--- config.mk ---
export PLATFORM = sky130hd
export DESIGN_NAME = branch_front_end
export DESIGN_NICKNAME = d
export VERILOG_FILES = /design/src/logic/cpu_pkg.sv /design/src/logic/id_bus_if.sv /design/src/logic/branch_front_end.sv /design/src/logic/pc_unit.sv /design/src/logic/decode_latch.sv /design/src/logic/branch_unit.sv /design/src/logic/fcc_reg.sv /design/src/logic/gpr_file.sv
export SDC_FILE = /design/constraint.sdc
export NUM_CORES = 2
export LEC_CHECK = 0
export BUFFER_PORTS_ARGS = -buffer_cell sky130_fd_sc_hd__clkbuf_2
export CAP_MARGIN = 25
export CORE_MARGIN = 2
export CORE_UTILIZATION = 35
export DETAILED_ROUTE_END_ITERATION = 7
export PLACE_DENSITY_LB_ADDON = 0.25
export SYNTH_ARGS = -nofsm -noshare
export SYNTH_HDL_FRONTEND = slang
export SYNTH_SLANG_ARGS = --single-unit
--- constraint.sdc ---
create_clock -name clk -period 12.3 [get_ports clk]
set_clock_uncertainty 0.1 [all_clocks]
set_input_delay 1.23 -clock clk [delete_from_list [all_inputs] [get_ports clk]]
set_output_delay 1.23 -clock clk [all_outputs]
set_load 0.01 [all_outputs]
--- src/logic/cpu_pkg.sv ---
package cpu_pkg;

	// Basic datapath widths
	typedef logic [31:0] word_t;      // GPR data word
	typedef logic [31:0] inst_addr_t; // Byte address of an instruction
	typedef logic [31:0] inst_t;      // Raw instruction word
	typedef logic [4:0]  reg_addr_t;  // GPR index, r0..r31
	typedef logic [7:0]  fcc_t;       // FPU compare flags, cc0..cc7

	// Primary opcode, inst[31:26]
	// Only the encodings that matter for control flow
	typedef enum logic [5:0] {
		SPECIAL = 6'b000000, // R-type, funct picks JR/JALR
		REGIMM  = 6'b000001, // rt field picks the compare-with-zero form
		J       = 6'b000010,
		JAL     = 6'b000011,
		BEQ     = 6'b000100,
		BNE     = 6'b000101,
		BLEZ    = 6'b000110,
		BGTZ    = 6'b000111,
		COP1    = 6'b010001  // FPU, BC1F/BC1T when rs is BC
	} opcode_e;

	// REGIMM sub-codes in the rt field, inst[20:16]
	// Bit 0 is the "greater or equal" sense, bit 4 the link
	typedef enum logic [4:0] {
		BLTZ   = 5'b00000,
		BGEZ   = 5'b00001,
		BLTZAL = 5'b10000,
		BGEZAL = 5'b10001
	} regimm_rt_e;

	// COP1 rs sub-code, inst[25:21]
	typedef enum logic [4:0] {
		BC = 5'b01000 // Branch on FPU condition
	} cop1_fmt_e;

	// SPECIAL funct codes for register jumps
	localparam logic [5:0] FUNCT_JR   = 6'b001000;
	localparam logic [5:0] FUNCT_JALR = 6'b001001;

	// sll r0, r0, 0
	localparam inst_t NOP_INST = 32'h0000_0000;

	// Boot vector in kseg1, default for the RESET_PC parameters
	localparam inst_addr_t DEFAULT_RESET_PC = 32'hbfc0_0000;

endpackage
--- src/logic/id_bus_if.sv ---
`timescale 1ns/10ps

// Decode-stage bundle, IF/ID latch to branch unit
interface id_bus_if import cpu_pkg::*; ();

	inst_addr_t pc;   // Address of the instruction in decode
	inst_t      inst; // Latched instruction
	word_t      reg1; // GPR[rs]
	word_t      reg2; // GPR[rt]

	// Decode latch side
	modport source (
		output pc,
		output inst,
		output reg1,
		output reg2
	);

	// Branch unit side
	modport sink (
		input pc,
		input inst,
		input reg1,
		input reg2
	);

endinterface

--- src/logic/branch_front_end.sv ---
`timescale 1ns/10ps

module branch_front_end import cpu_pkg::*; #(
	parameter inst_addr_t RESET_PC = DEFAULT_RESET_PC
) (
	input  logic       clk,
	input  logic       rst,
	input  inst_t      inst,      // Instruction at fetch_pc
	input  logic       wb_en,     // GPR writeback
	input  reg_addr_t  wb_addr,
	input  word_t      wb_data,
	input  logic       fcc_we,    // FPU compare writeback
	input  logic [2:0] fcc_idx,
	input  logic       fcc_val,
	output inst_addr_t fetch_pc,
	output logic       is_branch,
	output logic       jump,
	output inst_addr_t jump_to
);

	reg_addr_t raddr1;
	reg_addr_t raddr2;
	word_t     rdata1;
	word_t     rdata2;
	fcc_t      fcc;

	id_bus_if id_bus ();

	pc_unit #(.RESET_PC(RESET_PC)) u_pc_unit (
		.clk      (clk),
		.rst      (rst),
		.jump     (jump),
		.jump_to  (jump_to),
		.fetch_pc (fetch_pc)
	);

	decode_latch #(.RESET_PC(RESET_PC)) u_decode_latch (
		.clk      (clk),
		.rst      (rst),
		.fetch_pc (fetch_pc),
		.inst     (inst),
		.rdata1   (rdata1),
		.rdata2   (rdata2),
		.raddr1   (raddr1),
		.raddr2   (raddr2),
		.id_bus   (id_bus.source)
	);

	gpr_file u_gpr_file (
		.clk    (clk),
		.rst    (rst),
		.raddr1 (raddr1),
		.raddr2 (raddr2),
		.wen    (wb_en),
		.waddr  (wb_addr),
		.wdata  (wb_data),
		.rdata1 (rdata1),
		.rdata2 (rdata2)
	);

	fcc_reg u_fcc_reg (
		.clk (clk),
		.rst (rst),
		.we  (fcc_we),
		.idx (fcc_idx),
		.val (fcc_val),
		.fcc (fcc)
	);

	branch_unit u_branch_unit (
		.id_bus    (id_bus.sink),
		.fcc       (fcc),
		.is_branch (is_branch),
		.jump      (jump),
		.jump_to   (jump_to)
	);

endmodule

--- src/logic/pc_unit.sv ---
`timescale 1ns/10ps

module pc_unit import cpu_pkg::*; #(
	parameter inst_addr_t RESET_PC = DEFAULT_RESET_PC
) (
	input  logic       clk,
	input  logic       rst,
	input  logic       jump,    // Taken branch in decode
	input  inst_addr_t jump_to,
	output inst_addr_t fetch_pc
);

	inst_addr_t next_pc;

	// Redirect lands after the delay slot, which is being fetched now
	assign next_pc = jump ? jump_to : fetch_pc + 32'd4;

	always_ff @(posedge clk) begin
		if (rst)
			fetch_pc <= RESET_PC; // Boot vector
		else
			fetch_pc <= next_pc;
	end

endmodule

--- src/logic/decode_latch.sv ---
`timescale 1ns/10ps

module decode_latch import cpu_pkg::*; #(
	parameter inst_addr_t RESET_PC = DEFAULT_RESET_PC
) (
	input  logic       clk,
	input  logic       rst,
	input  inst_addr_t fetch_pc, // Address of inst
	input  inst_t      inst,     // Fetched word
	input  word_t      rdata1,   // GPR[rs] from the register file
	input  word_t      rdata2,   // GPR[rt]
	output reg_addr_t  raddr1,
	output reg_addr_t  raddr2,
	id_bus_if.source   id_bus
);

	inst_addr_t pc_q;
	inst_t      inst_q;

	// IF/ID register, no stall so it loads every cycle
	always_ff @(posedge clk) begin
		if (rst) begin
			pc_q   <= RESET_PC;
			inst_q <= NOP_INST; // Decodes as no branch
		end else begin
			pc_q   <= fetch_pc;
			inst_q <= inst;
		end
	end

	// Register read addresses straight from the latched word
	assign raddr1 = inst_q[25:21]; // rs
	assign raddr2 = inst_q[20:16]; // rt

	// Decode bundle out to the branch unit
	assign id_bus.pc   = pc_q;
	assign id_bus.inst = inst_q;
	assign id_bus.reg1 = rdata1;
	assign id_bus.reg2 = rdata2;

endmodule

--- src/logic/branch_unit.sv ---
`timescale 1ns/10ps

module branch_unit import cpu_pkg::*; (
	id_bus_if.sink     id_bus,
	input  fcc_t       fcc,
	output logic       is_branch, // Control-flow instruction in decode
	output logic       jump,      // Taken
	output inst_addr_t jump_to    // Redirect address, zero when not a branch
);

	opcode_e    opcode;
	regimm_rt_e rt_code;
	cop1_fmt_e  fmt;
	logic [5:0] funct;
	logic [15:0] offset;
	logic [25:0] instr_index;
	logic [2:0] cc_sel;
	logic       cc_sense;

	inst_addr_t pc_plus4;
	inst_addr_t target_i;
	inst_addr_t target_j;
	logic       reg_equal;
	logic       reg1_zero;
	logic       reg1_neg;

	// Field split
	assign opcode      = opcode_e'(id_bus.inst[31:26]);
	assign fmt         = cop1_fmt_e'(id_bus.inst[25:21]);  // COP1 rs
	assign rt_code     = regimm_rt_e'(id_bus.inst[20:16]); // REGIMM rt
	assign funct       = id_bus.inst[5:0];
	assign offset      = id_bus.inst[15:0];
	assign instr_index = id_bus.inst[25:0];
	assign cc_sel      = id_bus.inst[20:18]; // BC1x cc number
	assign cc_sense    = id_bus.inst[16];    // 1 for BC1T, 0 for BC1F

	// Targets are relative to the delay slot
	assign pc_plus4 = id_bus.pc + 32'd4;
	assign target_i = pc_plus4 + {{14{offset[15]}}, offset, 2'b00};
	assign target_j = {pc_plus4[31:28], instr_index, 2'b00}; // Same 256 MB region

	// Operand compares
	assign reg_equal = (id_bus.reg1 == id_bus.reg2);
	assign reg1_zero = (id_bus.reg1 == '0);
	assign reg1_neg  = id_bus.reg1[31];

	always_comb begin
		// Not a branch unless a case below says so
		is_branch = 1'b0;
		jump      = 1'b0;
		jump_to   = '0;

		case (opcode)
			SPECIAL: begin
				if (funct == FUNCT_JR || funct == FUNCT_JALR) begin
					is_branch = 1'b1;
					jump      = 1'b1;
					jump_to   = id_bus.reg1; // Register target
				end
			end
			J, JAL: begin
				is_branch = 1'b1;
				jump      = 1'b1;
				jump_to   = target_j;
			end
			BEQ: begin
				is_branch = 1'b1;
				jump      = reg_equal;
				jump_to   = target_i;
			end
			BNE: begin
				is_branch = 1'b1;
				jump      = ~reg_equal;
				jump_to   = target_i;
			end
			BLEZ: begin // rt ignored here
				is_branch = 1'b1;
				jump      = reg1_neg | reg1_zero;
				jump_to   = target_i;
			end
			BGTZ: begin
				is_branch = 1'b1;
				jump      = ~reg1_neg & ~reg1_zero;
				jump_to   = target_i;
			end
			REGIMM: begin
				// Link variants resolve like the plain ones
				case (rt_code)
					BLTZ, BLTZAL: begin
						is_branch = 1'b1;
						jump      = reg1_neg;
						jump_to   = target_i;
					end
					BGEZ, BGEZAL: begin
						is_branch = 1'b1;
						jump      = ~reg1_neg;
						jump_to   = target_i;
					end
					default: ; // Traps and others, not control flow
				endcase
			end
			COP1: begin
				// Bit 17 set would be the likely form, not handled
				if (fmt == BC && !id_bus.inst[17]) begin
					is_branch = 1'b1;
					jump      = (fcc[cc_sel] == cc_sense);
					jump_to   = target_i;
				end
			end
			default: ;
		endcase
	end

endmodule

--- src/logic/fcc_reg.sv ---
`timescale 1ns/10ps

module fcc_reg import cpu_pkg::*; (
	input  logic       clk,
	input  logic       rst,
	input  logic       we,  // Compare result strobe
	input  logic [2:0] idx, // Which cc to update
	input  logic       val, // Compare outcome
	output fcc_t       fcc
);

	fcc_t flags;

	// One flag per cycle, others hold
	// No bypass, so a branch sees the new value one cycle later
	always_ff @(posedge clk) begin
		if (rst)
			flags <= '0;
		else if (we)
			flags[idx] <= val;
	end

	assign fcc = flags; // Read by BC1F/BC1T in decode

endmodule

--- src/logic/gpr_file.sv ---
`timescale 1ns/10ps

module gpr_file import cpu_pkg::*; (
	input  logic      clk,
	input  logic      rst,
	input  reg_addr_t raddr1, // rs
	input  reg_addr_t raddr2, // rt
	input  logic      wen,
	input  reg_addr_t waddr,
	input  word_t     wdata,
	output word_t     rdata1,
	output word_t     rdata2
);

	word_t regs [32];

	// Write port, r0 never written
	always_ff @(posedge clk) begin
		if (rst) begin
			for (int i = 0; i < 32; i++) begin
				regs[i] <= '0;
			end
		end else if (wen && waddr != '0) begin
			regs[waddr] <= wdata;
		end
	end

	// Read ports with write-through, so decode sees a same-cycle writeback
	always_comb begin
		if (raddr1 == '0)
			rdata1 = '0;                 // Hardwired zero
		else if (wen && waddr == raddr1)
			rdata1 = wdata;              // Bypass
		else
			rdata1 = regs[raddr1];

		if (raddr2 == '0)
			rdata2 = '0;
		else if (wen && waddr == raddr2)
			rdata2 = wdata;
		else
			rdata2 = regs[raddr2];
	end

endmodule

**Word level (Yosys, flattened, before mapping)**

Memory sizes are Yosys's and may differ from the RTL's. A register that Yosys moved wholly into a read port is not among the register bits.
Index checks and enable logic that the tools add are counted.

- Bits in registers: 104
- Bits in writable memories: 1024
- Bits of input ports: 77
- Word-level logic and storage cells: 84
- Memories kept: 1

Memory list:

| name | words | width | rd ports | clocked after Yosys merged registers in | wr ports | RTL line | RTL |
|---|---|---|---|---|---|---|---|
| u_gpr_file.regs | 32 | 32 | 2 | 2 | 32 | gpr_file.sv:15 | `word_t regs [32];` |

- Add/sub/neg operators: 3
- Magnitude comparators: 3
- Eq/ne operators: 18
- Mux-type cells: 31
- Bitwise gates (word level): 5
- Reductions and logical operators: 19

Operators with widths:

| cell | number |
|---|---|
| $mux 32 | 9 |
| $pmux 32 s5 | 1 |
| $add 32x3->32 const B | 2 |
| $add 32x32->32 | 1 |
| $eq 32x32->1 | 1 |
| $logic_not 32->1 | 1 |
| $reduce_or 32->1 | 1 |
| $eq 6x3->1 const B | 4 |
| $mux 5 | 3 |
| $eq 6x2->1 const B | 2 |
| $eq 6x4->1 const B | 2 |
| $mux 1 | 12 |
| $eq 5x5->1 | 2 |
| $eq 5x5->1 const B | 2 |
| $logic_not 5->1 | 2 |
| $bwmux 8 | 1 |
| $lt 3x4->1 const B | 2 |
| $pmux 1 s8 | 1 |
| $reduce_or 4->1 | 2 |
| $eq 6x1->1 const B | 1 |
| $eq 6x5->1 const B | 1 |
| $logic_not 6->1 | 1 |
| $reduce_or 2->1 | 3 |
| $reduce_or 6->1 | 1 |
| other kinds (15) | 21 |

**Depth between registers and ports, before layout**

- Depth after elaboration: 9
- Mapped depth: 21
- Depth with buffers taken out: 18

**Cells and area by module**

From an unflattened synthesis, not the netlist that was laid out.

- Cells, all modules: 4682
- Area total of the unflattened synthesis: 62531.2 um^2

Modules (own cells, without submodules):

| module | times used | cells an instance | area an instance (um^2) | sequential area each (um^2) |
|---|---|---|---|---|
| gpr_file | 1 | 3740 | 54722.5 | 30749.5 |
| branch_unit | 1 | 462 | 3248.1 | 0.0 |
| decode_latch | 1 | 209 | 2280.9 | 1281.2 |
| pc_unit | 1 | 237 | 1893.1 | 640.6 |
| fcc_reg | 1 | 34 | 386.6 | 160.2 |

**Least setup slack after synthesis**

Ideal clock, no wire load.

- Path type: input to output
- Start: in wb_addr[2]
- End: out jump
- Arrival: 4.477 ns
- Required time: 10.970 ns
- Path slack: 6.493 ns
- Cell stages on the path: 13
- Cell sequence: buf_2 -> a222oi_1 -> and3_1 -> nor2_1 -> a32o_1 -> or4_1 -> nor4b_2 -> mux2_1 -> a211oi_1 -> o21ai_2 -> nor2_1 -> inv_2 -> buf_2

- Longest elaborated chain between the ends: 8

RTL lines:

| what | RTL line | RTL |
|---|---|---|
| start: declaration | branch_front_end.sv:10 | `input reg_addr_t wb_addr,` |
| $eq 5x5->1 | gpr_file.sv:32 | `else if (wen && waddr == raddr1)` |
| $logic_and 1x1->1 | gpr_file.sv:32 |  |
| $mux 32 | gpr_file.sv:32 |  |
| $mux 32 | gpr_file.sv:30 | `if (raddr1 == '0)` |
| $logic_not 32->1 | branch_unit.sv:44 | `assign reg1_zero = (id_bus.reg1 == '0);` |
| $not 1->1 | branch_unit.sv:83 | `jump = ~reg1_neg & ~reg1_zero;` |
| $and 1x1->1 | branch_unit.sv:83 |  |
| $pmux 1 s8 (*) | branch_unit.sv:53 | `case (opcode)` |
| end: declaration | branch_front_end.sv:17 | `output logic jump,` |

Every way passes the cells marked *; elsewhere a longest branch is shown, timed or not.

**Worst setup path in the final report**

- Start: reg u_decode_latch.inst_q[21], in the netlist u_decode_latch.id_bus.inst[21]
- End: out jump

- Longest elaborated chain between the ends: 8

RTL lines:

| what | RTL line | RTL |
|---|---|---|
| start: declaration | decode_latch.sv:18 | `inst_t inst_q;` |
| start signal: assignment | decode_latch.sv:27 | `inst_q <= inst;` |
| $eq 5x5->1 | gpr_file.sv:32 |  |
| $logic_and 1x1->1 | gpr_file.sv:32 |  |
| $mux 32 | gpr_file.sv:32 |  |
| $mux 32 | gpr_file.sv:30 |  |
| $logic_not 32->1 | branch_unit.sv:44 |  |
| $not 1->1 | branch_unit.sv:83 |  |
| $and 1x1->1 | branch_unit.sv:83 |  |
| $pmux 1 s8 (*) | branch_unit.sv:53 |  |

Marked as above.

==> flow_metrics.tcl <==
set metrics [dict create \
    outcome "complete, but fails checks" \
    violations "design-rule violations" \
    drive_gt1_frac 0.2402 \
    use_met2 0.4136 \
    design.portCount 143 \
    comb_power_share 0.137 \
    setup_violations 0 \
    met3_usage 0.06849 \
    synth.top_cell.area_share 0.4955 \
    final_cell_mix "edfxtp_1, and2_1, mux4_2, nand2_1, clkbuf_2" \
    core_mm2 0.1761 \
    final_nets 4648 \
    rsz0062_at_grt "false" \
    postRouteAntennaNets 0 \
    largest-register "u_gpr_file.regs" \
    clock_latency_ps 830 \
    die_area_mm2 0.1807 \
    worstSetupEndpointType "output pin" \
    slew_headroom 0.2277 \
    portBuffers 142 \
    p_leak_nw 23.68 \
    vias 42690 \
    drcViolationCount 13 \
    place_congestion 0.9733 \
    grt_max_degree 85 \
    postCtsSetupRepairBufs 0 \
    syn_inst 4512 \
    wire_per_inst_um 34.77 \
    tightest_slew_ps 1158 \
    post_cts_resized 0 \
    tritoncts "built" \
    synth-seq-cells 1128 \
    min-delay-path-class "flip-flop to flip-flop" \
    r2r_slack_ps 4960 \
    critPathSlowestCell "dfxtp_4" \
    initial_core_util 0.3524 \
    p_int_mw 7.127 \
    clockBufferDepth 3 \
    synth-edff-count 1024 \
    crit_arrival_ps 7770 \
    clock_power_share 0.401 \
    rr_worst_depth 16 \
    largest_reg_flops 1024 \
    finalWirelength_um 243000 \
    critPathCapture "jump" \
    grt_usage 0.2654 \
    p_per_area_mw_per_mm2 139.9 \
    cts.hold.buffers_added 0 \
    timing.final.crit_share 0.7398 \
    critPathMaxFanout 73 \
    p_seq_frac 0.462 \
    holdWs_ps 390.0 \
    startpoint "u_decode_latch.id_bus.inst[21]" \
    layout_min_cycle_time_ps 9100 \
    max_freq_ghz 0.1099 \
    die_y_um 425.1 \
    area_delta_synth_final_pct 12.66 \
    tns_ps 0 \
    cts_num_sinks 1128 \
    rows 154 \
    viasPerCell 6.108 \
    grt_pass1_wl_um 335600 \
    top_usage_layer "met2" \
    dp.final_hpwl_um 149200 \
    drv_cap 0 \
    groute.layer.met1.usage 0.3477 \
    synthArstFlopShare 0 \
    yosys-top-cells-area "edfxtp_1, mux4_2, and2_1" \
    cts_max_level 4 \
    final_common_cell "edfxtp_1" \
    chipWidth_um 425.1 \
    synth_warnings 0 \
    swShare 0.2715 \
    irDropWorstVdd_v 0.00009129 \
    ys_seq_area_frac 0.5290 \
    cts_root_buf "clkbuf_16" \
    grt_pass1_vias 41580 \
    cp-start-kind "flip-flop" \
    drt_iter0_drc 6004 \
    ys.flop_type "edfxtp_1" \
    hold_viol 0 \
    reg2reg_to "u_pc_unit.fetch_pc[0]" \
    path_class "flip-flop to output pin" \
    syn_area_mm2 0.06206 \
    required_ps 10970 \
    synth.avg_cell_area_um2 13.75 \
    timing.final.max_slew_violations 0 \
    synth.distinct_cells 93 \
    dr.pass1.iters 8 \
    gr-total-overflow 0 \
    path_clk_slew_ps 60 \
    antenna_found_initial 26 \
    worstPathCellList "buf_12 > buf_12 > mux4_2 > mux2i_1 > mux4_2 > o22ai_1 > or4_1 > nor3_1 > nor4b_2 > mux2_1 > a211oi_1 > o21ai_2 > buf_4 > nor2_1 > inv_2 > clkbuf_2" \
    yosys.area.top_type "edfxtp_1" \
    r2r-start "u_decode_latch.id_bus.inst[21]" \
    power_switching_mw 2.656 \
    cts_made_buffers 131 \
    finalPower_mw 9.784 \
    slowest_delay_ps 660 \
]
-- worst min path at each step --
stage,start,end,slack [ps],cells past startpoint
6_report,u_fcc_reg.fcc[6],u_fcc_reg.fcc[6],390,2
5_1_grt,u_fcc_reg.fcc[4],u_fcc_reg.fcc[4],430,2
4_1_cts,u_fcc_reg.fcc[6],u_fcc_reg.fcc[6],400,2
3_5_place_dp,u_fcc_reg.fcc[6],u_fcc_reg.fcc[6],380,2
3_3_place_gp,u_fcc_reg.fcc[2],u_fcc_reg.fcc[2],370,2
2_1_floorplan,u_fcc_reg.fcc[2],u_fcc_reg.fcc[2],350,2
-- Yosys cell counts, types with 71 or more instances --
library cell and count:
mux2i_1 110, nor2_1 121, nand2_1 150, o21ai_0 77, a22oi_1 83, a21oi_1 71, xnor2_1 71, edfxtp_1 1024
and2_1 973, mux4_2 499, dfxtp_1 104, nand3_1 85, nor2b_1 72, clkbuf_1 306
-- layout make-up --
| type | count | area [um^2] |
|---|---|---|
| diodes | 12 | 30.03 |
| clock buffers | 175 | 3612 |
| flip-flops and latches | 1128 | 32850 |
| fillers | 16220 | 106200 |
| repair buffers | 292 | 2013 |
| multi-input cells | 2939 | 27740 |
| clock inverters | 62 | 584.3 |
| well taps | 2340 | 2928 |
| inverters | 41 | 155.1 |
-- layer usage --
layer,part of all wire,up-vias
li1,-,17270
met1,0.38,21980
met2,0.46,2785
met3,0.11,636
met4,0.050,12
met5,0.00057,-
-- power groups by stage --
| stage | Combinational [mW] | Clock [mW] | Sequential [mW] |
|---|---|---|---|
| floorplan | 0.805 | 0 | 4.55 |
| global placement | 1.31 | 0 | 4.58 |
| detailed placement | 1.31 | 0 | 4.59 |
| finish | 1.34 | 3.92 | 4.52 |
| CTS | 1.31 | 3.95 | 4.51 |
| global route | 1.38 | 4.08 | 4.54 |
-- stage by stage --
step / utilization / cell area, um^2 / setup WS [ps] / instances
6_report: 0.3970 / 69920 / 3200 / 6989
2_1_floorplan: - / 62180 / 6493 / 4543
3_3_place_gp: 0.3722 / 65550 / 3776 / 6731
3_5_place_dp: 0.3727 / 65630 / 3750 / 6736
5_1_grt: 0.3970 / 69910 / 2981 / 6987
4_1_cts: 0.3965 / 69830 / 3414 / 6973
-- critical path, delay by kind of cell (launching register included) --
family                 cells  cell delay (ps)
and+or+nand+nor            4             1270
DFF                        1              660
muxes                      4             1990
buffers and inverters      5             1750
AOI/OAI and AO/OA          3              820
-- cells by family after synthesis --
group / count (synthesis) / synth area share
buf+inv: 476 / 0.03530
other cells: 1 / 0.00006042
xor+xnor: 114 / 0.01609
flops: 1128 / 0.5290
fa+ha+maj: 38 / 0.007782
mux: 633 / 0.2032
compound gates: 498 / 0.05756
simple gates: 1624 / 0.1510
Power figures use the tool's default switching activity.
